**config.mk**
```make
export PLATFORM = sky130hd
export DESIGN_NAME = alu_ctrl
export DESIGN_NICKNAME = d
export VERILOG_FILES = /design/src/mips_pkg.sv /design/src/alu_ctrl.sv
export SDC_FILE = /design/constraint.sdc
export NUM_CORES = 1
export LEC_CHECK = 0
export BUFFER_PORTS_ARGS = -buffer_cell sky130_fd_sc_hd__buf_2
export CAP_MARGIN = 20
export CELL_PAD_IN_SITES_DETAIL_PLACEMENT = 1
export CELL_PAD_IN_SITES_GLOBAL_PLACEMENT = 1
export CORE_AREA = 2 2 39 41
export DETAILED_ROUTE_END_ITERATION = 6
export DIE_AREA = 0 0 41 43
export GPL_TIMING_DRIVEN = 0
export PLACE_DENSITY = 0.36
export SLEW_MARGIN = 25
export SYNTH_ARGS = -nofsm -noshare
export SYNTH_HDL_FRONTEND = slang
export SYNTH_SLANG_ARGS = --single-unit
```
**constraint.sdc**
```tcl
create_clock -name vclk -period 1.15
set_clock_uncertainty 0.15 [all_clocks]
set_input_delay 0.115 -clock vclk [all_inputs]
set_output_delay 0.115 -clock vclk [all_outputs]
set_load 0.03 [all_outputs]
```
**src/mips_pkg.sv**
```systemverilog
// shared widths, field codes and ALU encodings for the MIPS-32 subset core
// ALU op codes from the decoder follow the original control table encoding
package mips_pkg;

	// ------------------------------------------------------------------
	// widths with a meaning
	// ------------------------------------------------------------------
	// data, addresses and instructions
	typedef logic [31:0] word_t;
	// register index
	typedef logic [4:0] reg_addr_t;
	// instruction fields
	typedef logic [5:0] opcode_t;
	typedef logic [5:0] funct_t;
	// decoder to ALU control
	typedef logic [2:0] alu_op_t;

	// ALU function selected by ALU control
	typedef enum logic [2:0] {
		alu_add,
		alu_sub,
		alu_and,
		alu_or,
		alu_slt
	} alu_fn_t;

	// ------------------------------------------------------------------
	// opcode and funct values
	// ------------------------------------------------------------------
	localparam opcode_t op_rtype = 6'b000000;
	localparam opcode_t op_addi  = 6'b001000;
	localparam opcode_t op_lw    = 6'b100011;
	localparam opcode_t op_sw    = 6'b101011;
	localparam opcode_t op_beq   = 6'b000100;

	localparam funct_t fn_add = 6'b100000;
	localparam funct_t fn_sub = 6'b100010;
	localparam funct_t fn_and = 6'b100100;
	localparam funct_t fn_or  = 6'b100101;
	localparam funct_t fn_slt = 6'b101010;

	// ALU op codes, decoder side
	localparam alu_op_t aluop_rtype = 3'b010;
	localparam alu_op_t aluop_add   = 3'b110;
	localparam alu_op_t aluop_sub   = 3'b001;

	// data memory, indexed by address bits 7 to 2
	localparam int dmem_words  = 64;
	localparam int dmem_addr_w = 6;

	// start address after reset
	localparam word_t reset_pc = 32'h0000_0000;

endpackage

```
**src/alu_ctrl.sv**
```systemverilog
// maps decoder ALU op and funct to one ALU function
// unknown funct under R-type falls back to add
`timescale 1ns/1ps

module alu_ctrl (
	input  mips_pkg::alu_op_t alu_op_i,
	input  mips_pkg::funct_t  funct_i,
	output mips_pkg::alu_fn_t alu_fn_o
);
	import mips_pkg::*;

	// funct decode for R-type
	alu_fn_t rtype_fn;

	always_comb begin
		case (funct_i)
			fn_add:  rtype_fn = alu_add;
			fn_sub:  rtype_fn = alu_sub;
			fn_and:  rtype_fn = alu_and;
			fn_or:   rtype_fn = alu_or;
			fn_slt:  rtype_fn = alu_slt;
			default: rtype_fn = alu_add;
		endcase
	end

	always_comb begin
		case (alu_op_i)
			// addi, lw and sw
			aluop_add:   alu_fn_o = alu_add;
			// beq compare
			aluop_sub:   alu_fn_o = alu_sub;
			aluop_rtype: alu_fn_o = rtype_fn;
			// no-op decode lands here
			default:     alu_fn_o = alu_add;
		endcase
	end

endmodule

```
-- After elaboration in Yosys (flattened, before gate mapping)
Index checks and enable logic that the tools add are counted.
W data, S select, Z words.
- muxes and demuxes: 2
- equality and inequality tests: 6
- operators by type and width (kind ; count):
    $eq A6 B6 Y1 const B ; 4
    $pmux W3 S4 ; 1
    $pmux W3 S2 ; 1
    $eq A3 B1 Y1 const B ; 1
    $eq A3 B2 Y1 const B ; 1
- flip-flop bits (word level): 0
- word-level logic and storage cells: 8
- bits of input ports: 9
- output and inout port bits: 3

-- Logic depth before layout (Yosys ltp)
- depth after elaboration: 3
- depth in mapped cells: 3
- gate-level depth less buffers: 3

-- Worst setup path before layout
OpenSTA, ideal clock, no wires.
- path kind: input port to output port
- start point: in funct_i[4]
- end point: out alu_fn_o[2]
- arrival: 1.224 ns
- path slack: -0.339 ns
- path buffers: 0
- stages on the path: 2
- path through: nand3b_1 -> nor4_1
- word-level cells in the longest chain between the ends: 3
- elaborated cells on any way between the ends: 6
- those cells by class: 4 x eq/ne; 2 x mux
- ends and longest elaborated chain (what ; RTL line ; text):
    from (decl) ; alu_ctrl.sv:7 ; input mips_pkg::funct_t funct_i,
    $eq A6 B6 Y1 ; alu_ctrl.sv:16 ; case (funct_i)
    $pmux W3 S4 * ; alu_ctrl.sv:16 ;
    $pmux W3 S2 * ; alu_ctrl.sv:27 ; case (alu_op_i)
    to (decl) ; alu_ctrl.sv:8 ; output mips_pkg::alu_fn_t alu_fn_o
Mark *: on every way between the ends. The rest lies on a longest branch, timed or not.

-- Worst setup path in the final report
- start point: in funct_i[4]
- end point: out alu_fn_o[1]
The elaborated chain is that of the path after synthesis.

==> results.cfg <==
[floorplan]
rows = 14
ios = 12
die_h_um = 43
design.core.area_mm2 = 0.00138
die-area_mm2 = 0.00176
initial_core_util_pct = 4.97
die_x_um = 41

[layout]
regArea_um2 = 0
drive_gt1_share_pct = 82.6
fill_cells = 165
clkbuf_count = 0
seq_cells = 0
fin_area_um2 = 210
syn_to_final_growth_pct = 205
utilization_pct = 15.2
final_cell_count_no_fill = 39
n_antenna_cell = 0
multi_input_area_um2 = 101
nets = 34

[routing]
wl_um = 346
wire_per_inst_um = 8.87
drtIter0Drc = 0
drtPass1Iterations = 1
vias = 142
routed_via_density = 3.64
drtAntennaViolNets = 0
remaining_drc_errors = 0

[sta]
postLayoutSetupSlackWorst_ps = -287
finalHoldViolations = 0
period_minus_slack_ps = 1440
setup_violations = 2
worst_pin_slew_ps = 198
relSlewSlack_pct = 86.7
fin_crit_sh_pct = 125
whs_ps = 397
fmax_mhz = 696
drv_slew = 0
rsz0062_at_grt = true

[global_route]
grt_pass1_vias = 150
antenna_found_initial = 0
grt_usage_pct = 4.60
overflow = 0
grt_pass1_wl_um = 627
grt_max_degree = 5

[power]
vdd_drop_max_mv = 0.0688
clkPwrFrac_pct = 0
switching_share_pct = 48.9
sequentialPowerShare_pct = 0
internal-power_uw = 25.8
power_leakage_uw = 0.0000897
power_switching_uw = 24.8
power.share.combinational_pct = 100.0
powerDensity_mw_per_mm2 = 241

[critical_path]
critical_path.top_delay_family = simple AND/OR/NAND/NOR gates
crit_slowest_cell = or4_4
setup.worst_path.end_class = primary output
cpMostUsedCell = buf_6
critPathLaunch = funct_i[4]
cp_num_buf_inv = 2
cp_num_cells = 5
cp-start-kind = input pin
max_stage_delay_ps = 460
required_ps = 880
critical_path_class = in2out
path_max_fanout = 2
crit_arrival_ps = 1170
crit_end = alu_fn_o[1]
worstPathCellList = buf_6 > nand3b_1 > or4_4 > nor3b_4 > buf_6

[synth]
synthTopCellsByArea = nor3b_2 18%, and3b_1 13%, o32ai_1 13%
synth_fa_ha_area_share_pct = 0
avgSynthCellArea_um2 = 6.88
synth_simple_gate_area_share_pct = 74.5
synth_top_area_share_pct = 18.2
synth_compound_area_share_pct = 20.0
syn-num-nets = 19
yosys_warnings = 0
synth_top_area_cell = nor3b_2
syn_area_um2 = 68.8
synthMuxAreaShare_pct = 0
seq_area_frac_synth_pct = 0
synth_xor_area_share_pct = 0
synth_top_family_by_area = simple AND/OR/NAND/NOR gates
yosysUniqueCellTypes = 10
synthCells = 10

[placed_design]
port_buffers = 12
place_ws_ps = -369
placed_area_um2 = 173
dpl.cell_count = 38
gp_congestion = 0.574

[run_status]
violations = negative setup slack
outcome = finished, violations left

[hold_path]
hp-class = in2out
whs_path_depth = 3

[run]
cap_violations = 0

[clock_network]
hold_buffers = 0
==> metal layers <==
layer  global-route usage [%]  vias to the layer above  wire length, um
met2                     5.31                       12              110
met5                        0                        -                0
met3                     1.05                        0               63
met4                        0                        0                0
li1                         -                       67                -
met1                     8.54                       63              171
==> what timing repair did <==
action                                  4_1_cts  5_1_grt
buffers inserted                              1        0
pin swaps                                     2        0
endpoints found under the setup margin        2        3
endpoints found under the hold margin         0        0
gates resized for setup                       6        2
==> through the flow <==
step | setup TNS, ps | total power [uW]
finish | -541 | 50.6
floorplan | -405 | 15.9
global placement | -688 | 40.1
global route | -638 | 55.5
detailed placement | -716 | 41.2
CTS | -551 | 47.3
==> how the worst min path moves through the flow <==
stage | slack [ps] | to | startpoint
6_report | 400 | alu_fn_o[2] | alu_op_i[0]
5_1_grt | 420 | alu_fn_o[2] | alu_op_i[0]
4_1_cts | 400 | alu_fn_o[2] | alu_op_i[0]
3_5_place_dp | 410 | alu_fn_o[2] | alu_op_i[0]
3_3_place_gp | 400 | alu_fn_o[2] | alu_op_i[0]
2_1_floorplan | 130 | alu_fn_o[1] | funct_i[1]
==> placed cells by master, fill, tap and decap left out <==
cell      synthesis  layout
nor3b_4           0       1
buf_6             0       2
nor2_4            0       1
o32ai_2           0       1
a21oi_1           1       1
or4_4             0       1
inv_1             1       1
nand3_2           0       1
buf_2             0       8
nor4_2            0       1
buf_4             0       3
and3b_1           1       1
nand3b_1          1       1
==> power by group through the flow <==
stage	clock network (uW)	logic [uW]	registers [uW]
detailed placement	0	41.2	0
finish	0	50.6	0
global placement	0	40.1	0
global route	0	55.5	0
floorplan	0	15.9	0
CTS	0	47.3	0
==> cells by family after synthesis <==
logic type | after synthesis
AND/OR/NAND/NOR | 7
buffers and inverters | 1
AO/OA/AOI/OAI | 2
==> final cells by class <==
cell class	instances	share of cell area, %
inverter	1	1.79
timing repair buffer	13	40.5
multi-input combinational	9	48.2
tap	16	9.52
(Power assumes the default switching activity.)
