`src/mips_pkg.sv`:
```
// shared widths, field codes and ALU encodings for the MIPS-32 subset core
// ALU op codes from the decoder follow the original control table encoding
package mips_pkg;

	// ------------------------------------------------------------------
	// widths with a meaning
	// ------------------------------------------------------------------
	// data, addresses and instructions
	typedef logic [31:0] word_t;
	// register index
	typedef logic [4:0] reg_addr_t;
	// instruction fields
	typedef logic [5:0] opcode_t;
	typedef logic [5:0] funct_t;
	// decoder to ALU control
	typedef logic [2:0] alu_op_t;

	// ALU function selected by ALU control
	typedef enum logic [2:0] {
		alu_add,
		alu_sub,
		alu_and,
		alu_or,
		alu_slt
	} alu_fn_t;

	// ------------------------------------------------------------------
	// opcode and funct values
	// ------------------------------------------------------------------
	localparam opcode_t op_rtype = 6'b000000;
	localparam opcode_t op_addi  = 6'b001000;
	localparam opcode_t op_lw    = 6'b100011;
	localparam opcode_t op_sw    = 6'b101011;
	localparam opcode_t op_beq   = 6'b000100;

	localparam funct_t fn_add = 6'b100000;
	localparam funct_t fn_sub = 6'b100010;
	localparam funct_t fn_and = 6'b100100;
	localparam funct_t fn_or  = 6'b100101;
	localparam funct_t fn_slt = 6'b101010;

	// ALU op codes, decoder side
	localparam alu_op_t aluop_rtype = 3'b010;
	localparam alu_op_t aluop_add   = 3'b110;
	localparam alu_op_t aluop_sub   = 3'b001;

	// data memory, indexed by address bits 7 to 2
	localparam int dmem_words  = 64;
	localparam int dmem_addr_w = 6;

	// start address after reset
	localparam word_t reset_pc = 32'h0000_0000;

endpackage

```
`src/decoder.sv`:
```
// main control table for R-type, addi, lw, sw and beq
// unknown opcodes decode to all-zero controls and act as a no-op
`timescale 1ns/1ps

module decoder (
	input  mips_pkg::opcode_t instr_op_i,
	input  logic              run_i,
	output logic              reg_dst_o,
	output logic              alu_src_o,
	output logic              reg_write_o,
	output logic              branch_o,
	output logic              mem_read_o,
	output logic              mem_write_o,
	output logic              mem_to_reg_o,
	output mips_pkg::alu_op_t alu_op_o
);
	import mips_pkg::*;

	// write enables before run gating
	logic reg_write;
	logic mem_write;

	always_comb begin
		// defaults give the no-op
		reg_dst_o    = 1'b0;
		alu_src_o    = 1'b0;
		reg_write    = 1'b0;
		branch_o     = 1'b0;
		mem_read_o   = 1'b0;
		mem_write    = 1'b0;
		mem_to_reg_o = 1'b0;
		alu_op_o     = '0;
		case (instr_op_i)
			op_rtype: begin
				// rd destination, funct picks the operation
				reg_dst_o = 1'b1;
				reg_write = 1'b1;
				alu_op_o  = aluop_rtype;
			end
			op_addi: begin
				// rt destination, immediate operand
				alu_src_o = 1'b1;
				reg_write = 1'b1;
				alu_op_o  = aluop_add;
			end
			op_lw: begin
				alu_src_o    = 1'b1;
				reg_write    = 1'b1;
				mem_read_o   = 1'b1;
				mem_to_reg_o = 1'b1;
				// base plus offset
				alu_op_o     = aluop_add;
			end
			op_sw: begin
				alu_src_o = 1'b1;
				mem_write = 1'b1;
				alu_op_o  = aluop_add;
			end
			op_beq: begin
				// rs minus rt, zero flag decides
				branch_o = 1'b1;
				alu_op_o = aluop_sub;
			end
			default: begin
				// illegal opcode, keep defaults
				alu_op_o = '0;
			end
		endcase
	end

	// ------------------------------------------------------------------
	// nothing is written until fetch starts running
	// ------------------------------------------------------------------
	assign reg_write_o = reg_write & run_i;
	assign mem_write_o = mem_write & run_i;

endmodule

```
`config.mk`:
```
export PLATFORM = sky130hd
export DESIGN_NAME = decoder
export DESIGN_NICKNAME = d
export VERILOG_FILES = /design/src/mips_pkg.sv /design/src/decoder.sv
export SDC_FILE = /design/constraint.sdc
export NUM_CORES = 1
export LEC_CHECK = 0
export CORE_AREA = 3 3 40 42
export DETAILED_ROUTE_END_ITERATION = 8
export DIE_AREA = 0 0 43 45
export DONT_BUFFER_PORTS = 1
export SETUP_SLACK_MARGIN = 0.3
export SYNTH_ARGS = -nofsm -noshare
export SYNTH_HDL_FRONTEND = slang
export SYNTH_SLANG_ARGS = --single-unit
```
`constraint.sdc`:
```
create_clock -name vclk -period 1.2
set_clock_uncertainty 0.15 [all_clocks]
set_input_delay 0.12 -clock vclk [all_inputs]
set_output_delay 0.12 -clock vclk [all_outputs]
set_load 0.02 [all_outputs]
```
## Word level (Yosys, flattened, before mapping)

Cells that the tools add are included.

| word-level totals | value |
|---|---|
| output and inout bits | 10 |
| input port bits | 7 |
| logic and storage cells | 16 |
| bits in registers | 0 |

| cells by class | value |
|---|---|
| multiplexer cells | 7 |
| equality and inequality tests | 4 |
| reduce and logical (&&, ||, !) cells | 3 |
| bitwise gates (word level) | 2 |

Operators by type and width:

| cell | count |
|---|---|
| $eq 6x6->1 const B | 2 |
| $pmux 3 s3 | 1 |
| $eq 6x3->1 const B | 1 |
| $eq 6x4->1 const B | 1 |
| $logic_not 6->1 | 1 |
| $mux 1 | 6 |
| $reduce_or 3->1 | 2 |
| $and 1x1->1 | 2 |

## Depth between registers and ports, before layout

| depth | value |
|---|---|
| word-level depth | 4 |
| depth in mapped cells | 3 |
| mapped depth without buffers | 2 |

## Worst setup path before layout

OpenSTA, ideal clock, no wires.

| timing | value |
|---|---|
| path type | input -> output |
| from | input instr_op_i[1] |
| to | output alu_op_o[0] |
| data required time | 0.930 ns |
| arrival | 1.354 ns |
| path buffers | 0 |
| setup slack | -0.424 ns |
| cell stages on the path | 2 |
| cell sequence | or3_1 -> nor4b_1 |

| on the way | value |
|---|---|
| word-level cells in the longest chain between the ends | 3 |
| elaborated cells on any way between the ends | 7 |
| those cells by class | eq/ne (4); mux (1); reduce/logical (2) |

RTL lines:

| element | RTL line | RTL |
|---|---|---|
| start: declaration | decoder.sv:6 | `input mips_pkg::opcode_t instr_op_i,` |
| $eq 6x6->1 or $eq 6x4->1 (tied branches) | decoder.sv:33 | `case (instr_op_i)` |
| $reduce_or 3->1 (no line) | n/a |  |
| $pmux 3 s3 (*) | decoder.sv:33 |  |
| end: declaration | decoder.sv:15 | `output mips_pkg::alu_op_t alu_op_o` |

Every way passes the cells marked *; elsewhere a longest branch is shown, timed or not.

## Worst setup path in the final report

| timing | value |
|---|---|
| from | input instr_op_i[5] |
| to | output branch_o |

| on the way | value |
|---|---|
| word-level cells in the longest chain between the ends | 2 |

RTL lines:

| element | RTL line | RTL |
|---|---|---|
| $eq 6x3->1 | decoder.sv:33 |  |
| $mux 1 | decoder.sv:33 |  |
| end: declaration | decoder.sv:11 | `output logic branch_o,` |

No other way between the ends.

==> run_results.csv <==
group,metric,value,unit
worst_setup_path,crit_path_end_kind,"output pin",
grt,antenna_found_initial,0,
timing,hold_violations,0,
worst_setup_path,critPathTopFamily,"simple AND/OR/NAND/NOR gates",
timing,worst_pin_slew,0.319,ns
worst_setup_path,worst_path_max_delay_cell,"or3_4",
grt,grt_pass1_wl,966,um
synthesis,syn_inst,18,
worst_setup_path,crit_type,"in -> out",
floorplan,rows,13,
min_path,hp-start,"instr_op_i[2]",
power,power.density,151,nW/um2
synthesis,yosysWarnings,0,
final_layout,nets,32,
detailed_routing,met2WireLength,246,um
timing,tns,-0.594,ns
timing,fmax,759,MHz
detailed_routing,dr.max_layer_used,"met3",
final_layout,multiInputGateArea,251,um2
synthesis,synth.avg_cell_area,7.58,um2
detailed_routing,drt-vias-per-instance,4.63,
grt,grt.overflow.total,0,
worst_setup_path,critPathArrivalTime,1.05,ns
detailed_routing,routed_wl,530,um
worst_setup_path,crit_chain,"or3_4 -> buf_6 -> nor4b_4 -> buf_4",
final_layout,stdcell_count,38,
final_layout,fin_area,342,um2
detailed_routing,drt-met1-wl,208,um
timing,rsz0062_at_grt,"yes",
detailed_routing,wl_met3,75,um
grt,grt_util_all_layers,0.0599,
floorplan,core,1280,um2
worst_setup_path,crit_required,0.93,ns
detailed_routing,num_vias,176,
final_layout,syn2layout_area_growth,150,%
power,power,51.7,uW
detailed_routing,ant_nets,0,
timing,hold_slack,0.125,ns
final_layout,fillers,130,
clock_tree,post_cts_buffers,0,
timing,setup_ws,-0.117,ns
run,cap_violations,0,
placed_design,globalplace.congestion,0.727,
timing,period_minus_slack,1.32,ns
power,p_leak,0.0899,nW
synthesis,ys_types,13,
placed_design,postPlaceCellArea,334,um2
final_layout,seq_cell_count,0,
floorplan,io_pins,17,
timing,setup_violations,7,
worst_setup_path,cp_num_buf_inv,2,
power,peakVddDrop,0.0469,mV
synthesis,netlist_area,136,um2
detailed_routing,drtIter0Drc,2,
min_path,whs_endpoint,"alu_src_o",
placed_design,port_buffers,0,
final_layout,n_antenna_cell,0,
final_layout,drive_above_1_share,0.913,
min_path,hold_class,"in -> out",
detailed_routing,wl_per_cell,13.9,um
synthesis,syn_nets,25,
min_path,holdPathStages,1,
grt,grt_pass1_vias,213,
outcome,violations,"negative setup slack",
final_layout,register_area,0,um2
timing,maxSlewHeadroom,0.787,
floorplan,die-area,1940,um2
clock_tree,postCtsHoldBufs,0,
worst_setup_path,crit_fanout,4,
floorplan,die_y,45,um
grt,grt_max_degree,10,
timing,post-route-period-util,1.10,
placed_design,dp_hpwl,461,um
placed_design,placedCellCount,38,
detailed_routing,detailedRoute.firstPassIterationCount,2,
timing,final_max_slew_viol_count,0,
worst_setup_path,slowest_delay,0.42,ns
floorplan,start_util,0.106,
outcome,status,"complete, but fails checks",
floorplan,die_width,43,um
worst_setup_path,crit_path_start_kind,"primary input",
final_layout,nClkBuffers,0,
detailed_routing,drc,0,
synthesis,ys_seq_area_frac,0,
[synthesized netlist by cell type (all sizes together)]
master / instances / area share
inv: 1 / 0.027
nand4b: 1 / 0.064
nand4bb: 1 / 0.083
nand3: 1 / 0.037
or4b: 1 / 0.073
nor4b: 2 / 0.13
buf: 2 / 0.11
a211oi: 3 / 0.17
clkbuf: 1 / 0.037
nor4: 2 / 0.092
or3: 1 / 0.046
a2111oi: 1 / 0.11
nor2: 1 / 0.027
[layout make-up]
cell class | instances | area share
tap | 15 | 0.0549
timing repair buffer | 8 | 0.198
inverter | 1 | 0.0110
multi-input combinational | 14 | 0.736
[power by group]
| group | internal [mW] | switching [mW] | total, mW |
|---|---|---|---|
| clock network | 0 | 0 | 0 |
| registers | 0 | 0 | 0 |
| logic | 0.0290 | 0.0227 | 0.0517 |
[metal layers]
metal | GRT usage | vias up
li1 | - | 84
met1 | 0.0743 | 80
met2 | 0.108 | 12
met3 | 0.0199 | 0
met4 | 0 | 0
met5 | 0 | -
[timing repair]
item                       in CTS  in global routing
resized for setup               2                  0
setup endpoints to repair       9                  9
gates cloned                    0                  0
pin swaps                       3                  0
[placed cells by master (no fill, tap or decap), drive strengths merged]
| cell type | synthesis | routed |
|---|---|---|
| or4b | 1 | 1 |
| nand4b | 1 | 1 |
| or3 | 1 | 1 |
| a211oi | 3 | 3 |
| buf | 2 | 8 |
| nand3 | 1 | 1 |
| inv | 1 | 1 |
| nor2 | 1 | 1 |
| a2111oi | 1 | 1 |
| nor4 | 2 | 2 |
| nor4b | 2 | 2 |
| nand4bb | 1 | 1 |
[how the worst max path moves through the flow]
stage,slack (ns),start,to,cells past startpoint
after floorplan,-0.12,instr_op_i[1],reg_write_o,2
after global placement,-0.13,instr_op_i[1],reg_write_o,3
after detailed placement,-0.15,instr_op_i[1],branch_o,4
after CTS,-0.13,instr_op_i[5],branch_o,4
after global routing,-0.17,instr_op_i[5],branch_o,4
final,-0.12,instr_op_i[5],branch_o,4
[cells by family after synthesis]
group | share of synthesized area
compound gates | 0.275
buf+inv | 0.174
simple gates | 0.550
[metrics by stage]
step | utilization | setup slack [ns]
after global routing | 0.266 | -0.166
after CTS | 0.266 | -0.130
after detailed placement | 0.260 | -0.150
after global placement | 0.260 | -0.134
final | 0.266 | -0.117
after floorplan | - | -0.124
Power figures use the tool's default switching activity.
