===== config.mk =====
export PLATFORM = sky130hd
export DESIGN_NAME = mem_writeback
export DESIGN_NICKNAME = d
export VERILOG_FILES = /design/src/mips_pkg.sv /design/src/mem_writeback.sv
export SDC_FILE = /design/constraint.sdc
export NUM_CORES = 2
export LEC_CHECK = 0
export BUFFER_PORTS_ARGS = -buffer_cell sky130_fd_sc_hd__buf_2
export CORE_UTILIZATION = 41
export DETAILED_ROUTE_END_ITERATION = 7
export PLACE_DENSITY_LB_ADDON = 0.12
export SLEW_MARGIN = 10
export SYNTH_ARGS = -nofsm -noshare
export SYNTH_HDL_FRONTEND = slang
export SYNTH_SLANG_ARGS = --single-unit

===== constraint.sdc =====
create_clock -name clk_i -period 2.1 [get_ports clk_i]
set_input_delay 0.21 -clock clk_i [delete_from_list [all_inputs] [get_ports clk_i]]
set_output_delay 0.21 -clock clk_i [all_outputs]
set_load 0.02 [all_outputs]

===== src/mips_pkg.sv =====
// shared widths, field codes and ALU encodings for the MIPS-32 subset core
// ALU op codes from the decoder follow the original control table encoding
package mips_pkg;

	// ------------------------------------------------------------------
	// widths with a meaning
	// ------------------------------------------------------------------
	// data, addresses and instructions
	typedef logic [31:0] word_t;
	// register index
	typedef logic [4:0] reg_addr_t;
	// instruction fields
	typedef logic [5:0] opcode_t;
	typedef logic [5:0] funct_t;
	// decoder to ALU control
	typedef logic [2:0] alu_op_t;

	// ALU function selected by ALU control
	typedef enum logic [2:0] {
		alu_add,
		alu_sub,
		alu_and,
		alu_or,
		alu_slt
	} alu_fn_t;

	// ------------------------------------------------------------------
	// opcode and funct values
	// ------------------------------------------------------------------
	localparam opcode_t op_rtype = 6'b000000;
	localparam opcode_t op_addi  = 6'b001000;
	localparam opcode_t op_lw    = 6'b100011;
	localparam opcode_t op_sw    = 6'b101011;
	localparam opcode_t op_beq   = 6'b000100;

	localparam funct_t fn_add = 6'b100000;
	localparam funct_t fn_sub = 6'b100010;
	localparam funct_t fn_and = 6'b100100;
	localparam funct_t fn_or  = 6'b100101;
	localparam funct_t fn_slt = 6'b101010;

	// ALU op codes, decoder side
	localparam alu_op_t aluop_rtype = 3'b010;
	localparam alu_op_t aluop_add   = 3'b110;
	localparam alu_op_t aluop_sub   = 3'b001;

	// data memory, indexed by address bits 7 to 2
	localparam int dmem_words  = 64;
	localparam int dmem_addr_w = 6;

	// start address after reset
	localparam word_t reset_pc = 32'h0000_0000;

endpackage


===== src/mem_writeback.sv =====
// word data memory, index from address bits 7 to 2, upper bits ignored
// write-back picks the load word or the ALU result
`timescale 1ns/1ps

module mem_writeback (
	input  logic            clk_i,
	input  logic            arst_n_i,
	input  mips_pkg::word_t addr_i,
	input  mips_pkg::word_t wdata_i,
	input  logic            mem_write_i,
	input  logic            mem_to_reg_i,
	output mips_pkg::word_t wb_data_o
);
	import mips_pkg::*;

	word_t                  mem [dmem_words];
	logic [dmem_addr_w-1:0] idx;
	word_t                  rdata;

	// word index, byte offset dropped
	assign idx = addr_i[dmem_addr_w+1:2];

	// ------------------------------------------------------------------
	// store
	// ------------------------------------------------------------------
	always_ff @(posedge clk_i or negedge arst_n_i) begin
		if (!arst_n_i) begin
			for (int i = 0; i < dmem_words; i++) begin
				mem[i] <= '0;
			end
		end else if (mem_write_i) begin
			mem[idx] <= wdata_i;
		end
	end

	// ------------------------------------------------------------------
	// load and write-back select
	// ------------------------------------------------------------------
	// combinational read, same cycle as address
	assign rdata = mem[idx];

	// addr_i doubles as the ALU result
	assign wb_data_o = mem_to_reg_i ? rdata : addr_i;

endmodule


Yosys cells after proc, flatten, opt, wreduce, memory -nomap -nowiden
Cells that the tools add are included.
{"block": "totals", "ff_bits": 2048, "wordCells": 75}
{"block": "classes", "magnitude_cmp": 2, "n_mux": 7, "n_bitwise": 1, "reduce_logical": 1}
{"cell": "2048-bit bitwise mux", "count": 1}
{"cell": "32-bit binary-select mux with 6-bit select", "count": 1}
{"cell": "32-bit demux with 6-bit select", "count": 1}
{"cell": "32-bit two-way mux", "count": 4}
{"cell": "7-bit >= comparator (second input constant)", "count": 1}
{"cell": "7-bit by 1-bit < comparator with 1-bit output (second input constant)", "count": 1}
{"cell": "6-bit inverter with 7-bit output", "count": 1}
{"cell": "1-bit logical AND", "count": 1}

Longest topological paths before layout
{"block": "logic_depth", "depth_word": 6, "ltp_mapped": 11}

Least setup slack after synthesis
OpenSTA, ideal clock, no wires.
{"block": "synth_path", "kind": "input to output", "start": "input port addr_i[4]", "end": "output port wb_data_o[1]", "arrival_time_ps": 2098, "slack_ps": -208, "cell_stages": 8, "n_path_buf": 2, "path_cell_list": "buf_2 clkbuf_1 mux2_2 a221oi_1 nor2_1 a221oi_1 o22ai_1 o32a_1"}
{"block": "synth_via", "elab_chain_cells": 5}
{"item": "start, declared", "line": "mem_writeback.sv:8", "source": "input mips_pkg::word_t addr_i,"}
{"item": "6-bit inverter with 7-bit output (not written as such)", "line": "mem_writeback.sv:40", "source": "assign rdata = mem[idx];"}
{"item": "32-bit binary-select mux with 6-bit select", "line": "mem_writeback.sv:40"}
{"item": "32-bit two-way mux (not written as such) (2 in series)", "line": "mem_writeback.sv:40"}
{"item": "32-bit two-way mux", "line": "mem_writeback.sv:43", "source": "assign wb_data_o = mem_to_reg_i ? rdata : addr_i;"}
{"item": "end, declared", "line": "mem_writeback.sv:12", "source": "output mips_pkg::word_t wb_data_o"}
Every way passes these cells. The select of a mux whose other input is x is not followed.

Final worst setup path
{"block": "layout_path", "start": "register mem[1211] (netlist name)", "end": "output port wb_data_o[27]"}
{"block": "layout_via", "elab_chain_cells": 4}
{"item": "start, declared", "line": "mem_writeback.sv:16", "source": "word_t mem [dmem_words];"}
{"item": "start signal, assigned by index", "line": "mem_writeback.sv:32", "source": "mem[idx] <= wdata_i;"}
{"item": "32-bit binary-select mux with 6-bit select", "line": "mem_writeback.sv:40"}
{"item": "32-bit two-way mux (not written as such) (2 in series)", "line": "mem_writeback.sv:40"}
{"item": "32-bit two-way mux", "line": "mem_writeback.sv:43"}
Every way passes these cells. The select of a mux whose other input is x is not followed.

==> results.py <==
metrics = {
    "routing": {
        "firstDrtPassIters": 6,
        "postRouteWirelength_um": 379000,
        "ant_nets": 0,
        "vias": 64300,
        "vias_per_cell": 6.18,
        "wl_per_cell_um": 36.4,
        "drtIter0Drc": 5899,
        "drc": 0,
    },
    "synthesis": {
        "synth-seq-area-share_pct": 54.7,
        "async_flop_share_pct": 100,
        "yosys.area.top_type": "dfrtp_1",
        "yosys_warnings": 0,
        "netlist_area_um2": 93600,
        "synth_cell_types": 72,
        "synth_edf_count": 0,
        "ys_ff_latch": 2048,
        "synth_nets": 6707,
        "ys_top_cells_by_area": "dfrtp_1 (55%), mux2_2 (26%), mux4_2 (3.5%)",
        "synth.top_cell.area_share_pct": 54.7,
        "yosysMostFrequentCell": "mux2_2",
        "syn_avg_cell_area_um2": 14.1,
        "synth_common_cells": "mux2_2 (2201), dfrtp_1 (2048), clkbuf_1 (275)",
        "synthCells": 6639,
        "synth_flop_cell": "dfrtp_1",
    },
    "place": {
        "hpwlAfterDp_um": 252000,
        "gp_congestion": 0.884,
        "io_buffers": 99,
        "dp_slack_ns": -1.13,
    },
    "clock_tree": {
        "htree_num_levels": 4,
        "clock_tree.root_cell": "clkbuf_16",
        "clk_latency_ns": 0.88,
        "cts_buffer_depth": 3,
        "clk_pin_slew_worst_paths_ns": 0.06,
        "cts_tree": "built",
        "cts_buffers": 223,
        "cts.sinks": 2048,
    },
    "die": {
        "fp.dieH_um": 480,
        "die_w_um": 480,
        "io_pins": 100,
        "core_um2": 227000,
        "floorplan.initialDensity_pct": 41.2,
        "num_rows": 175,
        "dieArea_um2": 230000,
    },
    "layout": {
        "final.fill_count": 19300,
        "top_regs": "mem (2048)",
        "syn_to_final_growth_pct": 23.1,
        "nets": 7282,
        "top_register": "mem",
        "layout-drive-gt1-share_pct": 53.9,
        "largest_reg_flops": 2048,
    },
    "sta": {
        "tns_ns": -31.20,
        "setup_slack_ns": -1.26,
        "max_freq_mhz": 297,
        "hold_viol": 0,
        "rsz0062_at_grt": "yes",
        "skew_ns": 0,
        "period_share_pct": 160,
        "slew_violations": 0,
        "setup_viol": 32,
        "slew_headroom_pct": 45.8,
        "period_minus_slack_ns": 3.36,
        "tightest_slew_ns": 0.809,
    },
    "setup_path": {
        "cp.arrival_ns": 3.15,
        "cp-start-kind": "flip-flop",
        "cp_max_fo": 2,
        "path_class": "reg -> out",
        "cp.required_ns": 1.89,
        "cp-end-kind": "output pin",
        "r2r_cells": 2,
    },
    "global_routing": {
        "gr-total-overflow": 0,
        "grt_pass1_vias": 65800,
        "antenna_found_initial": 17,
        "grt_usage_pct": 33.0,
        "grt_max_degree": 128,
        "grt_first_pass_wirelength_um": 533000,
    },
    "min_path": {
        "min_path_type": "in -> async",
    },
    "outcome": {
        "status": "complete, but fails checks",
        "violations": "negative setup slack",
    },
    "power": {
        "p_leak_uw": 0.0537,
        "irDropWorstVdd_mv": 0.761,
        "powerDensity_nw_per_um2": 895,
        "power_uw": 103000,
    },
    "flow_run": {
        "max-cap-violations": 0,
    },
}
[cell usage in the layout (no fill, tap or decap), drive strengths merged, types with 12 or more instances in the layout]
master	n
o32a	18
a221o	34
a22oi	169
o2bb2ai	14
nor2	144
and3	12
clkinv	35
a31oi	14
nand3	27
o22a	14
buf	1037
a221oi	221
mux4	147
clkbuf	340
nand2	117
o22ai	95
o21ai	110
nor3	12
bufinv	19
a21oi	103
mux2i	219
mux2	2237
dfrtp	2048
a211oi	15
a22o	35
dlygate4sd3	26
[stage by stage]
stage / cell area (um^2) / util (%) / instances / hold WS, ns
floorplan: 94000 / - / 6639 / -0.0856
global placement: 106000 / 46.8 / 9981 / 0.107
detailed placement: 106000 / 46.8 / 9981 / 0.111
CTS: 115000 / 50.6 / 10400 / 0.0161
global route: 115000 / 50.7 / 10400 / 0.0615
finish: 115000 / 50.7 / 10400 / 0.0677
[critical path, stage by stage (launching register included)]
cell and delay (ns):
dfrtp_1 0.37, mux2_4 0.27, a221o_1 0.31, a22oi_2 0.19
nor2_2 0.09, a2111o_1 0.40, o32a_1 0.47, buf_6 0.17
[final timing paths]
check / from / end / slack [ns]
worst max-delay path: mem[1211] / wb_data_o[27] / -1.26
worst min-delay path: arst_n_i / mem[1915] / 0.07
worst max register to register: mem[1547] / mem[1547] / 1.23
worst min register to register: mem[1673] / mem[1673] / 0.48
max in group asynchronous: arst_n_i / mem[1818] / 1.03
min in group clk_i: wdata_i[24] / mem[1976] / 0.07
[what timing repair did]
action / 4_1_cts / 5_1_grt
setup endpoints to repair: 32 / 32
setup buffers: 1 / 0
gates resized for setup: 173 / 41
hold buffers: 26 / 0
pin swaps: 76 / 57
endpoints found under the hold margin: 2967 / 0
[metal layers]
layer / part of all wire (%) / GRT usage [%]
met5: 0 / 0
met4: 4.5 / 13.4
met3: 7.0 / 6.32
met2: 45 / 50.8
met1: 43 / 45.7
[where the power goes]
| group | switching [uW] | internal (uW) | leakage, uW | total (uW) |
|---|---|---|---|---|
| sequential | 2600 | 44700 | 0.0272 | 47300 |
| clock | 16900 | 24100 | 0.00374 | 40900 |
| combinational | 7160 | 7820 | 0.0227 | 15000 |
| total | 26600 | 76600 | 0.0537 | 103000 |
[final cells by class]
type / instances / area (um^2) / share of cell area (%)
antenna: 4 / 10.0 / 0.00868
sequential: 2048 / 51200 / 44.5
timing repair buffer: 1063 / 12000 / 10.4
multi-input combinational: 3874 / 40600 / 35.2
clock buffer: 340 / 6670 / 5.79
tap: 3009 / 3760 / 3.27
clock inverter: 62 / 911 / 0.790
inverter: 4 / 27.5 / 0.0239
[logic make-up after synthesis]
group / synth area share (%)
flip-flops: 54.7
AO/OA/AOI/OAI: 7.22
buffers and inverters: 3.55
AND/OR/NAND/NOR: 1.71
multiplexers: 32.8
(Power assumes the default switching activity.)
