### config.mk
export PLATFORM = sky130hd
export DESIGN_NAME = reg_file
export DESIGN_NICKNAME = d
export VERILOG_FILES = /design/src/mips_pkg.sv /design/src/reg_file.sv
export SDC_FILE = /design/constraint.sdc
export NUM_CORES = 2
export LEC_CHECK = 0
export ABC_CLOCK_PERIOD_IN_PS = 2700
export BUFFER_PORTS_ARGS = -buffer_cell sky130_fd_sc_hd__buf_2
export CAP_MARGIN = 20
export CORE_ASPECT_RATIO = 0.8
export CORE_UTILIZATION = 45
export DETAILED_ROUTE_END_ITERATION = 6
export PLACE_DENSITY = 0.69
export SLEW_MARGIN = 20
export SYNTH_ARGS = -nofsm -noshare
export SYNTH_HDL_FRONTEND = slang
export SYNTH_SLANG_ARGS = --single-unit
### constraint.sdc
create_clock -name clk_i -period 2.7 [get_ports clk_i]
set_clock_uncertainty 0.15 [all_clocks]
set_input_delay 0.54 -clock clk_i [delete_from_list [all_inputs] [get_ports clk_i]]
set_output_delay 0.54 -clock clk_i [all_outputs]
set_load 0.01 [all_outputs]
### src/mips_pkg.sv
// shared widths, field codes and ALU encodings for the MIPS-32 subset core
// ALU op codes from the decoder follow the original control table encoding
package mips_pkg;

	// ------------------------------------------------------------------
	// widths with a meaning
	// ------------------------------------------------------------------
	// data, addresses and instructions
	typedef logic [31:0] word_t;
	// register index
	typedef logic [4:0] reg_addr_t;
	// instruction fields
	typedef logic [5:0] opcode_t;
	typedef logic [5:0] funct_t;
	// decoder to ALU control
	typedef logic [2:0] alu_op_t;

	// ALU function selected by ALU control
	typedef enum logic [2:0] {
		alu_add,
		alu_sub,
		alu_and,
		alu_or,
		alu_slt
	} alu_fn_t;

	// ------------------------------------------------------------------
	// opcode and funct values
	// ------------------------------------------------------------------
	localparam opcode_t op_rtype = 6'b000000;
	localparam opcode_t op_addi  = 6'b001000;
	localparam opcode_t op_lw    = 6'b100011;
	localparam opcode_t op_sw    = 6'b101011;
	localparam opcode_t op_beq   = 6'b000100;

	localparam funct_t fn_add = 6'b100000;
	localparam funct_t fn_sub = 6'b100010;
	localparam funct_t fn_and = 6'b100100;
	localparam funct_t fn_or  = 6'b100101;
	localparam funct_t fn_slt = 6'b101010;

	// ALU op codes, decoder side
	localparam alu_op_t aluop_rtype = 3'b010;
	localparam alu_op_t aluop_add   = 3'b110;
	localparam alu_op_t aluop_sub   = 3'b001;

	// data memory, indexed by address bits 7 to 2
	localparam int dmem_words  = 64;
	localparam int dmem_addr_w = 6;

	// start address after reset
	localparam word_t reset_pc = 32'h0000_0000;

endpackage

### src/reg_file.sv
// 32 x 32-bit registers, reads are combinational, write at the rising edge
// register 0 reads zero, writes to it are dropped
`timescale 1ns/1ps

module reg_file (
	input  logic               clk_i,
	input  logic               arst_n_i,
	input  mips_pkg::reg_addr_t rs_addr_i,
	input  mips_pkg::reg_addr_t rt_addr_i,
	input  mips_pkg::reg_addr_t wr_addr_i,
	input  logic               wr_en_i,
	input  mips_pkg::word_t    wr_data_i,
	output mips_pkg::word_t    rs_data_o,
	output mips_pkg::word_t    rt_data_o
);
	import mips_pkg::*;

	word_t regs [32];

	// ------------------------------------------------------------------
	// write port
	// ------------------------------------------------------------------
	always_ff @(posedge clk_i or negedge arst_n_i) begin
		if (!arst_n_i) begin
			for (int i = 0; i < 32; i++) begin
				regs[i] <= '0;
			end
		end else if (wr_en_i && (wr_addr_i != '0)) begin
			regs[wr_addr_i] <= wr_data_i;
		end
	end

	// ------------------------------------------------------------------
	// read ports
	// ------------------------------------------------------------------
	// no bypass, single cycle reads old value
	assign rs_data_o = regs[rs_addr_i];
	assign rt_data_o = regs[rt_addr_i];

endmodule

Word level (Yosys, flattened, before mapping)
Cells that the tools add are included.

Magnitude comparators: 4. Muxes and demuxes: 9. Bitwise gates (word level): 3. Reductions and logical operators: 3.

Operators by type and width (count): $bwmux W1024 (1); $bmux W32 S5 (2); $demux W32 S5 (1); $mux W32 (5); $ge A6 B6 Y1 const B (3); $not A5 Y6 (3); $lt A6 B1 Y1 const B (1); $reduce_bool A5 Y1 (1); $logic_and A1 B1 Y1 (2).

Bits in registers: 1024. Bits of input ports: 50. Output and inout bits: 64. Word-level logic and storage cells: 51.

Depth between registers and ports, before layout
Depth after elaboration: 6. Gate-level depth with buffers: 8.

Worst setup path before layout
No wires, ideal clock.

Path kind: input -> output. Start: input rs_addr_i[1]. End: output rs_data_o[11]. Data arrival time: 1784 ps. Data required time: 2010 ps. Path slack: 226 ps. Cell stages on the path: 8. Cells stage by stage: buf_2 buf_4 buf_2 buf_2 mux2i_1 nand2_1 a31oi_1 nand3_1.

Longest elaborated chain between the ends: 4.

RTL lines: start: declaration (RTL line reg_file.sv:8) `input mips_pkg::reg_addr_t rs_addr_i,`; $not A5 Y6 (not written as such) (RTL line reg_file.sv:37) `assign rs_data_o = regs[rs_addr_i];`; $bmux W32 S5 (RTL line reg_file.sv:37); $mux W32 (not written as such) (2 in a row) (RTL line reg_file.sv:37); end: declaration (RTL line reg_file.sv:13) `output mips_pkg::word_t rs_data_o,`.

Every way passes these cells. The select of a mux whose other input is x is not followed.

Worst setup path after layout
Start: register regs[958] (netlist name). End: output rs_data_o[30].

Longest elaborated chain between the ends: 3.

RTL lines: start: declaration (RTL line reg_file.sv:18) `word_t regs [32];`; start signal: indexed assignment (RTL line reg_file.sv:29) `regs[wr_addr_i] <= wr_data_i;`; $bmux W32 S5 (RTL line reg_file.sv:37); $mux W32 (not written as such) (2 in a row) (RTL line reg_file.sv:37).

Every way passes these cells. The select of a mux whose other input is x is not followed.

==> run_results.csv <==
group,metric,value,unit
run_status,status,"finished with violations",
run_status,violations,"design-rule violations, negative setup slack",
layout,final_common_cell,"dfrtp_1",
setup_path,slowest_stage,"dfrtp_1",
run,max_cap_viol_count,0,
drt,vias,41800,
die,die_y,317,um
drt,drt_pass1_iterations,7,
clock_tree,cts_buffers,97,
die,ioPinCount,114,
synthesis,ys_ff_latch,1024,
timing,drv_slew,0,
placement,dp_hpwl,111000,um
timing,post-route-period-util,111,%
setup_path,crit_chain,"mux2i_1 -> a22o_1 -> nor3_2 -> a31oi_1 -> nand3_1 -> buf_6 -> buf_6",
timing,setup_violations,61,
grt,grt_pass1_vias,41700,
layout,fin_util,55.6,%
setup_path,cp_common_cell,"buf_6",
die,dieArea,126000,um2
synthesis,synth_area_leaders,"dfrtp_1 (46%), mux2_2 (19%), mux2i_1 (18%), a22oi_1 (2.6%), a22o_1 (2.0%)",
min_path,hold_class,"in -> async",
synthesis,synth_fp_nets,4651,
timing,min_period,2.99,ns
synthesis,syn_inst,4601,
drt,routedWlPerCell,28.9,um
synthesis,netlist_area,55900,um2
synthesis,yosys_warnings,0,
drt,ant_nets,0,
setup_path,start_kind,"register",
synthesis,synth.largest_area_cell,"dfrtp_1",
synthesis,yosysTopAreaCellShare,45.8,%
synthesis,syn_avg_cell_area,12.2,um2
layout,drive_gt1_share,40.2,%
drt,wl,191000,um
clock_tree,clock-root-buffer,"clkbuf_16",
synthesis,yosysSeqAreaShare,45.8,%
clock_tree,clock_path_buffers,3,
drt,drc,44,
timing,worst_pin_slew,0.789,ns
timing,max-slew-margin-rel,47.4,%
placement,gp_congestion,0.876,
clock_tree,clk_pin_slew_worst_paths,0.07,ns
setup_path,required,2.01,ns
die,initial_core_util,45.4,%
placement,post-place-ws,-0.436,ns
grt,track_usage,29.9,%
timing,hold_viol,0,
timing,setup_slack,-0.288,ns
layout,largest_register_ffs,1024,
setup_path,max_stage_delay,0.40,ns
grt,grt_pass1_wl,280000,um
setup_path,crit_buf_inv,2,
timing,max_freq,335,MHz
layout,area_delta_synth_final,22.5,%
setup_path,critPathTopFamily,"compound AO/OA/AOI/OAI gates",
power,power_density,671,nW/um2
setup_path,worstPathArrival,2.30,ns
layout,finalNetCount,4938,
clock_tree,clkLatencyLatePin,0.71,ns
drt,drt_iter0_markers,4202,
grt,antenna_found_initial,12,
clock_tree,cts_tree,"built",
setup_path,worstPathMaxFanout,3,
layout,final_cells,6608,
die,rows,115,
grt,grt_max_degree,104,
layout,regMostFlops,"regs",
layout,top_regs,"regs (1024)",
setup_path,endpoint_kind,"output port",
synthesis,synth_cell_types,28,
placement,io_buffers,113,
timing,rsz0062_at_grt,"true",
layout,fillCellCount,9993,
drt,via_per_inst,6.33,
power,leakage,32.3,nW
clock_tree,clock_sinks,1024,
die,die_w,396,um
power,peakVddDrop,0.504,mV
clock_tree,htreeDepth,3,
grt,overflow,0,
die,coreArea,123000,um2
setup_path,critPathKind,"reg -> out",
placement,place_inst,6308,
layout,layout_common_cells,"dfrtp_1 (1024), mux2i_1 (1015), mux2_2 (953)",
[power breakdown]
part / switching, mW / internal (mW)
sequential: 2.33 / 18.3
clock: 6.35 / 8.72
combinational: 4.79 / 5.54
[area by class of cell]
class | instances | area, um2 | share of cell area, %
Tap cell | 1638 | 2050 | 2.99
Sequential cell | 1024 | 25600 | 37.4
Multi-Input combinational cell | 3104 | 29200 | 42.6
Clock inverter | 36 | 526 | 0.767
Timing Repair Buffer | 661 | 8210 | 12.0
Clock buffer | 138 | 2910 | 4.24
Antenna cell | 7 | 17.5 | 0.0256
[logic make-up after synthesis]
| logic type | after synthesis | share of synthesized area (%) |
|---|---|---|
| simple gates | 512 | 4.39 |
| flops | 1024 | 45.8 |
| buf+inv | 473 | 4.50 |
| mux | 2016 | 38.3 |
| compound gates | 576 | 7.01 |
[per-stage QoR]
stage	instance area, um2	setup TNS [ns]	power [mW]	hold WS [ns]
floorplan	55900	0	26.5	0.0944
global placement	61000	-13.90	29.4	0.234
detailed placement	61000	-14.71	29.8	0.240
CTS	67400	-6.35	45.5	0.187
global route	68500	-8.41	47.7	0.215
finish	68500	-5.67	46.0	0.192
[path summary, 6_finish.rpt]
| check | startpoint | end | slack (ns) | cells past startpoint |
|---|---|---|---|---|
| min in group clk_i | regs[1020]$_DFFE_PN0P_ | regs[1020]$_DFFE_PN0P_ | 0.25 | 0 |
| hold / removal | arst_n_i | regs[757]$_DFFE_PN0P_ | 0.19 | 2 |
| setup reg to reg | regs[791]$_DFFE_PN0P_ | regs[791]$_DFFE_PN0P_ | 1.53 | 3 |
| setup / recovery | regs[958]$_DFFE_PN0P_ | rs_data_o[30] | -0.29 | 7 |
| max in group asynchronous | arst_n_i | regs[95]$_DFFE_PN0P_ | 1.19 | 3 |
| hold reg to reg | regs[1020]$_DFFE_PN0P_ | regs[1020]$_DFFE_PN0P_ | 0.25 | 0 |
[routing by layer]
metal / vias up / routed length [um] / track usage [%]
met3: 513 / 17600 / 6.84
met1: 21700 / 79400 / 40.6
li1: 17600 / - / -
met4: 2 / 8210 / 11.9
met2: 2063 / 85900 / 46.3
met5: - / 13 / 0
[cells in the mapped netlist]
| master | number |
|---|---|
| a21oi_1 | 192 |
| a22o_1 | 128 |
| a22oi_1 | 192 |
| a31oi_1 | 64 |
| and2_1 | 2 |
| and3_1 | 1 |
| and3b_1 | 1 |
| buf_1 | 26 |
| buf_2 | 111 |
| buf_4 | 64 |
| buf_6 | 48 |
| clkbuf_1 | 224 |
| dfrtp_1 | 1024 |
| mux2_1 | 39 |
| mux2_2 | 953 |
| mux2i_1 | 1024 |
| nand2_1 | 210 |
| nand2b_1 | 4 |
| nand3_1 | 194 |
| nand3b_1 | 4 |
| nor2_1 | 3 |
| nor2_4 | 16 |
| nor2b_1 | 4 |
| nor3_1 | 65 |
| nor3b_1 | 1 |
| nor3b_2 | 3 |
| or2_2 | 3 |
| or3b_4 | 1 |
[repair_timing]
action	4_1_cts	5_1_grt
pin swaps	100	127
endpoints found under the setup margin	64	64
hold endpoints to repair	88	0
setup buffers	60	43
resized for setup	300	143
hold buffers	1	0
cloned	25	10
[worst register-to-register path: cells and delay by family, from the launching register on]
kind / cells / cell delay, ns
DFF: 1 / 0.40
buffers and inverters: 2 / 0.25
muxes: 1 / 0.26
Note: power is estimated with default switching activity, not from simulation.
