## src/mips_pkg.sv

```systemverilog
// shared widths, field codes and ALU encodings for the MIPS-32 subset core
// ALU op codes from the decoder follow the original control table encoding
package mips_pkg;

	// ------------------------------------------------------------------
	// widths with a meaning
	// ------------------------------------------------------------------
	// data, addresses and instructions
	typedef logic [31:0] word_t;
	// register index
	typedef logic [4:0] reg_addr_t;
	// instruction fields
	typedef logic [5:0] opcode_t;
	typedef logic [5:0] funct_t;
	// decoder to ALU control
	typedef logic [2:0] alu_op_t;

	// ALU function selected by ALU control
	typedef enum logic [2:0] {
		alu_add,
		alu_sub,
		alu_and,
		alu_or,
		alu_slt
	} alu_fn_t;

	// ------------------------------------------------------------------
	// opcode and funct values
	// ------------------------------------------------------------------
	localparam opcode_t op_rtype = 6'b000000;
	localparam opcode_t op_addi  = 6'b001000;
	localparam opcode_t op_lw    = 6'b100011;
	localparam opcode_t op_sw    = 6'b101011;
	localparam opcode_t op_beq   = 6'b000100;

	localparam funct_t fn_add = 6'b100000;
	localparam funct_t fn_sub = 6'b100010;
	localparam funct_t fn_and = 6'b100100;
	localparam funct_t fn_or  = 6'b100101;
	localparam funct_t fn_slt = 6'b101010;

	// ALU op codes, decoder side
	localparam alu_op_t aluop_rtype = 3'b010;
	localparam alu_op_t aluop_add   = 3'b110;
	localparam alu_op_t aluop_sub   = 3'b001;

	// data memory, indexed by address bits 7 to 2
	localparam int dmem_words  = 64;
	localparam int dmem_addr_w = 6;

	// start address after reset
	localparam word_t reset_pc = 32'h0000_0000;

endpackage

```

## src/alu.sv

```systemverilog
// 32-bit add, sub, and, or and signed set-less-than
// overflow is not detected
`timescale 1ns/1ps

module alu (
	input  mips_pkg::word_t   a_i,
	input  mips_pkg::word_t   b_i,
	input  mips_pkg::alu_fn_t fn_i,
	output mips_pkg::word_t   result_o,
	output logic              zero_o
);
	import mips_pkg::*;

	// signed compare result
	logic lt;

	assign lt = $signed(a_i) < $signed(b_i);

	always_comb begin
		case (fn_i)
			alu_add: begin
				result_o = a_i + b_i;
			end
			alu_sub: begin
				result_o = a_i - b_i;
			end
			alu_and: begin
				result_o = a_i & b_i;
			end
			alu_or: begin
				result_o = a_i | b_i;
			end
			alu_slt: begin
				// 1 in bit 0, rest clear
				result_o = {31'd0, lt};
			end
			default: begin
				result_o = a_i + b_i;
			end
		endcase
	end

	// beq uses this after a subtract
	assign zero_o = (result_o == '0);

endmodule

```

## config.mk

```make
export PLATFORM = sky130hd
export DESIGN_NAME = alu
export DESIGN_NICKNAME = d
export VERILOG_FILES = /design/src/mips_pkg.sv /design/src/alu.sv
export SDC_FILE = /design/constraint.sdc
export NUM_CORES = 1
export LEC_CHECK = 0
export BUFFER_PORTS_ARGS = -buffer_cell sky130_fd_sc_hd__buf_2
export CELL_PAD_IN_SITES_DETAIL_PLACEMENT = 1
export CELL_PAD_IN_SITES_GLOBAL_PLACEMENT = 1
export CORE_MARGIN = 5
export CORE_UTILIZATION = 45
export DETAILED_ROUTE_END_ITERATION = 7
export PLACE_DENSITY_LB_ADDON = 0.12
export SLEW_MARGIN = 30
export SYNTH_ARGS = -nofsm -noshare
export SYNTH_HDL_FRONTEND = slang
export SYNTH_SLANG_ARGS = --single-unit
```

## constraint.sdc

```tcl
create_clock -name vclk -period 7.36
set_clock_uncertainty 0.05 [all_clocks]
set_input_delay 0.736 -clock vclk [all_inputs]
set_output_delay 0.736 -clock vclk [all_outputs]
set_load 0.05 [all_outputs]
```

======== Word level (Yosys, flattened, before mapping) ========
Cells that the tools add are included.
word-level totals
  bits in registers ....................... 0
  input port bits ......................... 67
  output and inout bits ................... 33
  word-level logic and storage cells ...... 11
cells by class
  add/sub/neg operators ................... 2
  order comparisons ....................... 1
  eq/ne operators ......................... 4
  multiplexer cells ....................... 1
  bitwise logic cells ..................... 2
  reduce and logical (&&, ||, !) cells .... 1
operators by type and width
  kind                                                  number
  one-hot mux 32 bit (4 select lines)                   1
  adder 32 bit                                          1
  AND 32 bit                                            1
  logical NOT 32 bit                                    1
  < comparator 32 bit                                   1
  bitwise OR 32 bit                                     1
  subtractor 32 bit                                     1
  equality test 3 x 2 -> 1 bit (second input constant)  2
  equality test 3 x 1 -> 1 bit (second input constant)  1
  equality test 3 bit (second input constant)           1

======== Logic depth before layout (Yosys ltp) ========
  depth after elaboration ................. 3
  mapped depth ............................ 15
  mapped depth without buffers ............ 14

======== Worst setup path after synthesis ========
OpenSTA, ideal clock, no wires.
  path type ............................... input to output
  from .................................... input port b_i[15]
  to ...................................... output port zero_o
  arrival time ............................ 5152 ps
  required time ........................... 6574 ps
  path slack .............................. 1422 ps
  stages .................................. 14
  buffers on the path ..................... 1
  path through ............................ inv_1 ha_1 clkbuf_1 inv_2 a21oi_1 a21bo_2 a2111oi_0 o31ai_2 a21boi_1 xnor2_1 o221ai_1 or3_1 or4_1 nor4_2
on the way
  word-level cells in the longest chain between the ends .. 3
  elaborated cells on any way between the ends .. 7
  classes of those cells .................. add/sub: 2; order compare: 1; mux: 1; bitwise: 2; reduce/logical: 1
ends and longest elaborated chain
  element                                                   RTL line                         source
  from (decl)                                               alu.sv:7                         input mips_pkg::word_t b_i,
  adder 32 bit / subtractor 32 bit (equally long branches)  alu.sv:22, alu.sv:38, alu.sv:25
  one-hot mux 32 bit (4 select lines) (*)                   alu.sv:20                        case (fn_i)
  named net result_o[28]                                    alu.sv:9                         output mips_pkg::word_t result_o,
  logical NOT 32 bit (*)                                    alu.sv:44                        assign zero_o = (result_o == '0);
  to (decl)                                                 alu.sv:10                        output logic zero_o
Mark *: on every way through the listed nets, which the timed path passes. The rest lies on a longest branch.

======== Worst setup path in the final report ========
  from .................................... input port a_i[0]
  to ...................................... output port zero_o
on the way
  word-level cells in the longest chain between the ends .. 3
  elaborated cells on any way between the ends .. 7
  classes of those cells .................. add/sub: 2; order compare: 1; mux: 1; bitwise: 2; reduce/logical: 1
ends and longest elaborated chain
  element                                     RTL line              source
  from (decl)                                 alu.sv:6              input mips_pkg::word_t a_i,
  adder 32 bit, or another cell as far along  alu.sv:22, alu.sv:38
  one-hot mux 32 bit (4 select lines) (*)     alu.sv:20
  logical NOT 32 bit (*)                      alu.sv:44
Mark *: on every way between the ends. The rest lies on a longest branch, timed or not.

==> impl_metrics.py <==
metrics = {
    "pwr": {
        "power_leakage_uw": 0.00296,
        "power_density_nw_per_um2": 111,
        "ir_drop_uv": 67.4,
    },
    "drt": {
        "drt-pass1-iter-count": 5,
        "vias": 6796,
        "wl_per_cell_um": 21.5,
        "drt-total-wl_um": 22300,
        "drcViolationCount": 0,
        "postRouteAntennaNets": 0,
        "drtIter0Drc": 595,
        "viasPerCell": 6.55,
    },
    "setup_path": {
        "worstPathArrival_ps": 5410,
        "required_ps": 6570,
        "crit_path_frequent_cell": "buf_2",
        "cpPeakStageDelay_ps": 950,
        "crit_buf_inv": 3,
        "cp-start-kind": "primary input",
        "endpoint_kind": "primary output",
        "crit_slowest_cell": "a2111oi_1",
        "path_cells": "buf_2 > inv_1 > ha_1 > fa_1 > o21bai_1 > a211oi_1 > nor3_1 > nor2_1 > o21ai_0 > a2111o_1 > o221ai_1 > a2111oi_1 > nand4b_4 > or4_1 > nor4_2 > buf_2",
        "cp_top_family": "compound AO/OA/AOI/OAI gates",
        "crit_path_max_fanout": 3,
        "worstSetupPathType": "in2out",
    },
    "timing": {
        "period_needed_ps": 6200,
        "setup_violations": 0,
        "tns_ps": 0,
        "worstMarginPinSlew_ps": 1030,
        "fin_crit_sh_pct": 84.2,
        "slew_headroom_pct": 31.4,
        "rsz0062_at_grt": "false",
        "max_freq_ghz": 0.161,
        "maxSlewViolCount": 0,
        "finalHoldViolCount": 0,
    },
    "floorplan": {
        "row_count": 40,
        "die_width_um": 121,
        "core_um2": 12000,
        "die_area_um2": 14500,
        "initial_core_util_pct": 45.8,
        "fp.dieH_um": 121,
        "ioPinCount": 100,
    },
    "worst_hold_path": {
        "hold_class": "in2out",
        "hp-start": "a_i[8]",
        "hold_depth": 7,
        "hold_end": "result_o[8]",
    },
    "place": {
        "gp_congestion": 0.961,
        "hpwlAfterDp_um": 17800,
        "numPortBuffers": 100,
    },
    "synthesis": {
        "ys_seq_area_share_pct": 0,
        "synth_area_leader_cell": "ha_1",
        "syn_nets": 999,
        "ys_types": 92,
        "synthCells": 834,
        "yosys.area.top_type_share_pct": 21.9,
        "synth_area_um2": 5500,
        "avgSynthCellArea_um2": 6.59,
        "ys_warn_count": 0,
        "yosys-top-cells-area": "ha_1 (22%), inv_1 (6.6%), a21oi_1 (6.2%), nor2_1 (5.3%), o21ai_0 (4.7%)",
    },
    "run": {
        "maxCapViolations": 0,
    },
    "final_layout": {
        "seq_area_um2": 0,
        "utilization_pct": 50.3,
        "clkbuf_count": 0,
        "nets": 1057,
        "antennaDiodeCount": 0,
        "drive_gt1_share_pct": 15.5,
        "areaGrowthSynthToFinish_pct": 9.83,
        "seq_cell_count": 0,
    },
    "global_route": {
        "grt_max_degree": 35,
        "grt_pass1_wl_um": 35700,
        "gr-total-overflow": 0,
        "grt.total_usage_pct": 29.4,
        "grt_pass1_vias": 7182,
        "antenna_found_initial": 1,
    },
    "clock_tree": {
        "cts_hold_buf": 0,
        "cts_setup_buffers": 0,
        "ctsResizeCount": 0,
    },
    "run_status": {
        "status": "completed",
    },
}
-- metrics by stage --
stage / area [um2] / hold WS (ps) / cells / setup slack, ps / total power [uW]
final: 6040 / 2170 / 1037 / 1160 / 670
after global placement: 6040 / 2140 / 1037 / 1090 / 635
after floorplan: 5500 / 1920 / 834 / 1420 / 474
after global routing: 6040 / 2230 / 1037 / 974 / 713
after CTS: 6040 / 2170 / 1037 / 1260 / 658
after detailed placement: 6040 / 2170 / 1037 / 1280 / 654
-- cell usage after synthesis, drive strengths merged (5+ instances only) --
master and number:
nand4 7, o221ai 9, nor4 8, a221oi 8, a21o 19, or4 5, o31ai 15, or3 5
inv 99, o211ai 16, clkbuf 37, o21a 10, nand2b 17, o21ai 57, buf 13, a31oi 12
nand3 14, ha 96, nor3 22, nor2b 18, a211oi 7, mux2i 10, xnor2 5, a21oi 68
nor2 78, o22ai 14, nand2 62, a211o 5, o211a 5, o21bai 9
-- layer usage --
| metal | global-route usage, % | wire, um | up-vias |
|---|---|---|---|
| li1 | - | - | 3134 |
| met1 | 38.2 | 9650 | 3317 |
| met2 | 51.8 | 10600 | 289 |
| met3 | 2.71 | 1450 | 54 |
| met4 | 8.22 | 561 | 2 |
| met5 | 0 | 13 | - |
-- tightest hold or removal path, stage by stage --
cell     delay (ps)
buf_2           120
inv_1            50
ha_1            140
nand2_1          50
o21ai_0          70
o22ai_1         100
buf_2           220
-- cell usage in the layout, fill, tap and decap left out, types with 17 or more instances in the layout --
| cell type | count |
|---|---|
| nand2b_1 | 17 |
| buf_2 | 100 |
| inv_1 | 96 |
| nor2b_1 | 17 |
| a21o_1 | 17 |
| nand2_1 | 62 |
| o21ai_0 | 52 |
| a21oi_1 | 68 |
| nor3_1 | 22 |
| nor2_1 | 78 |
| ha_1 | 96 |
-- logic make-up after synthesis --
family,count (synthesis),synth area share (%)
xor+xnor,7,1.12
compound gates,305,39.2
buf+inv,149,10.7
fa+ha+maj,98,22.6
simple gates,262,23.9
mux,13,2.44
-- report_power, final --
group / leakage [uW] / total, uW / internal [uW] / switching, uW
Clock: 0 / 0 / 0 / 0
Sequential: 0 / 0 / 0 / 0
Combinational: 0.00296 / 670 / 205 / 465
Total: 0.00296 / 670 / 205 / 465
-- cell type report --
| cell class | instances | area, um2 |
|---|---|---|
| Fill cell | 1693 | 5970 |
| Timing Repair Buffer | 106 | 546 |
| Tap cell | 147 | 184 |
| Multi-Input combinational cell | 685 | 4940 |
| Inverter | 99 | 372 |
-- worst max path at each step --
stage                     cells after the start     from     end
after floorplan                              14  b_i[15]  zero_o
after global placement                       16   a_i[0]  zero_o
after detailed placement                     13  a_i[13]  zero_o
after CTS                                    13  a_i[13]  zero_o
after global routing                         13  a_i[13]  zero_o
final                                        16   a_i[0]  zero_o
No activity file was read; power rests on OpenSTA's default activity.
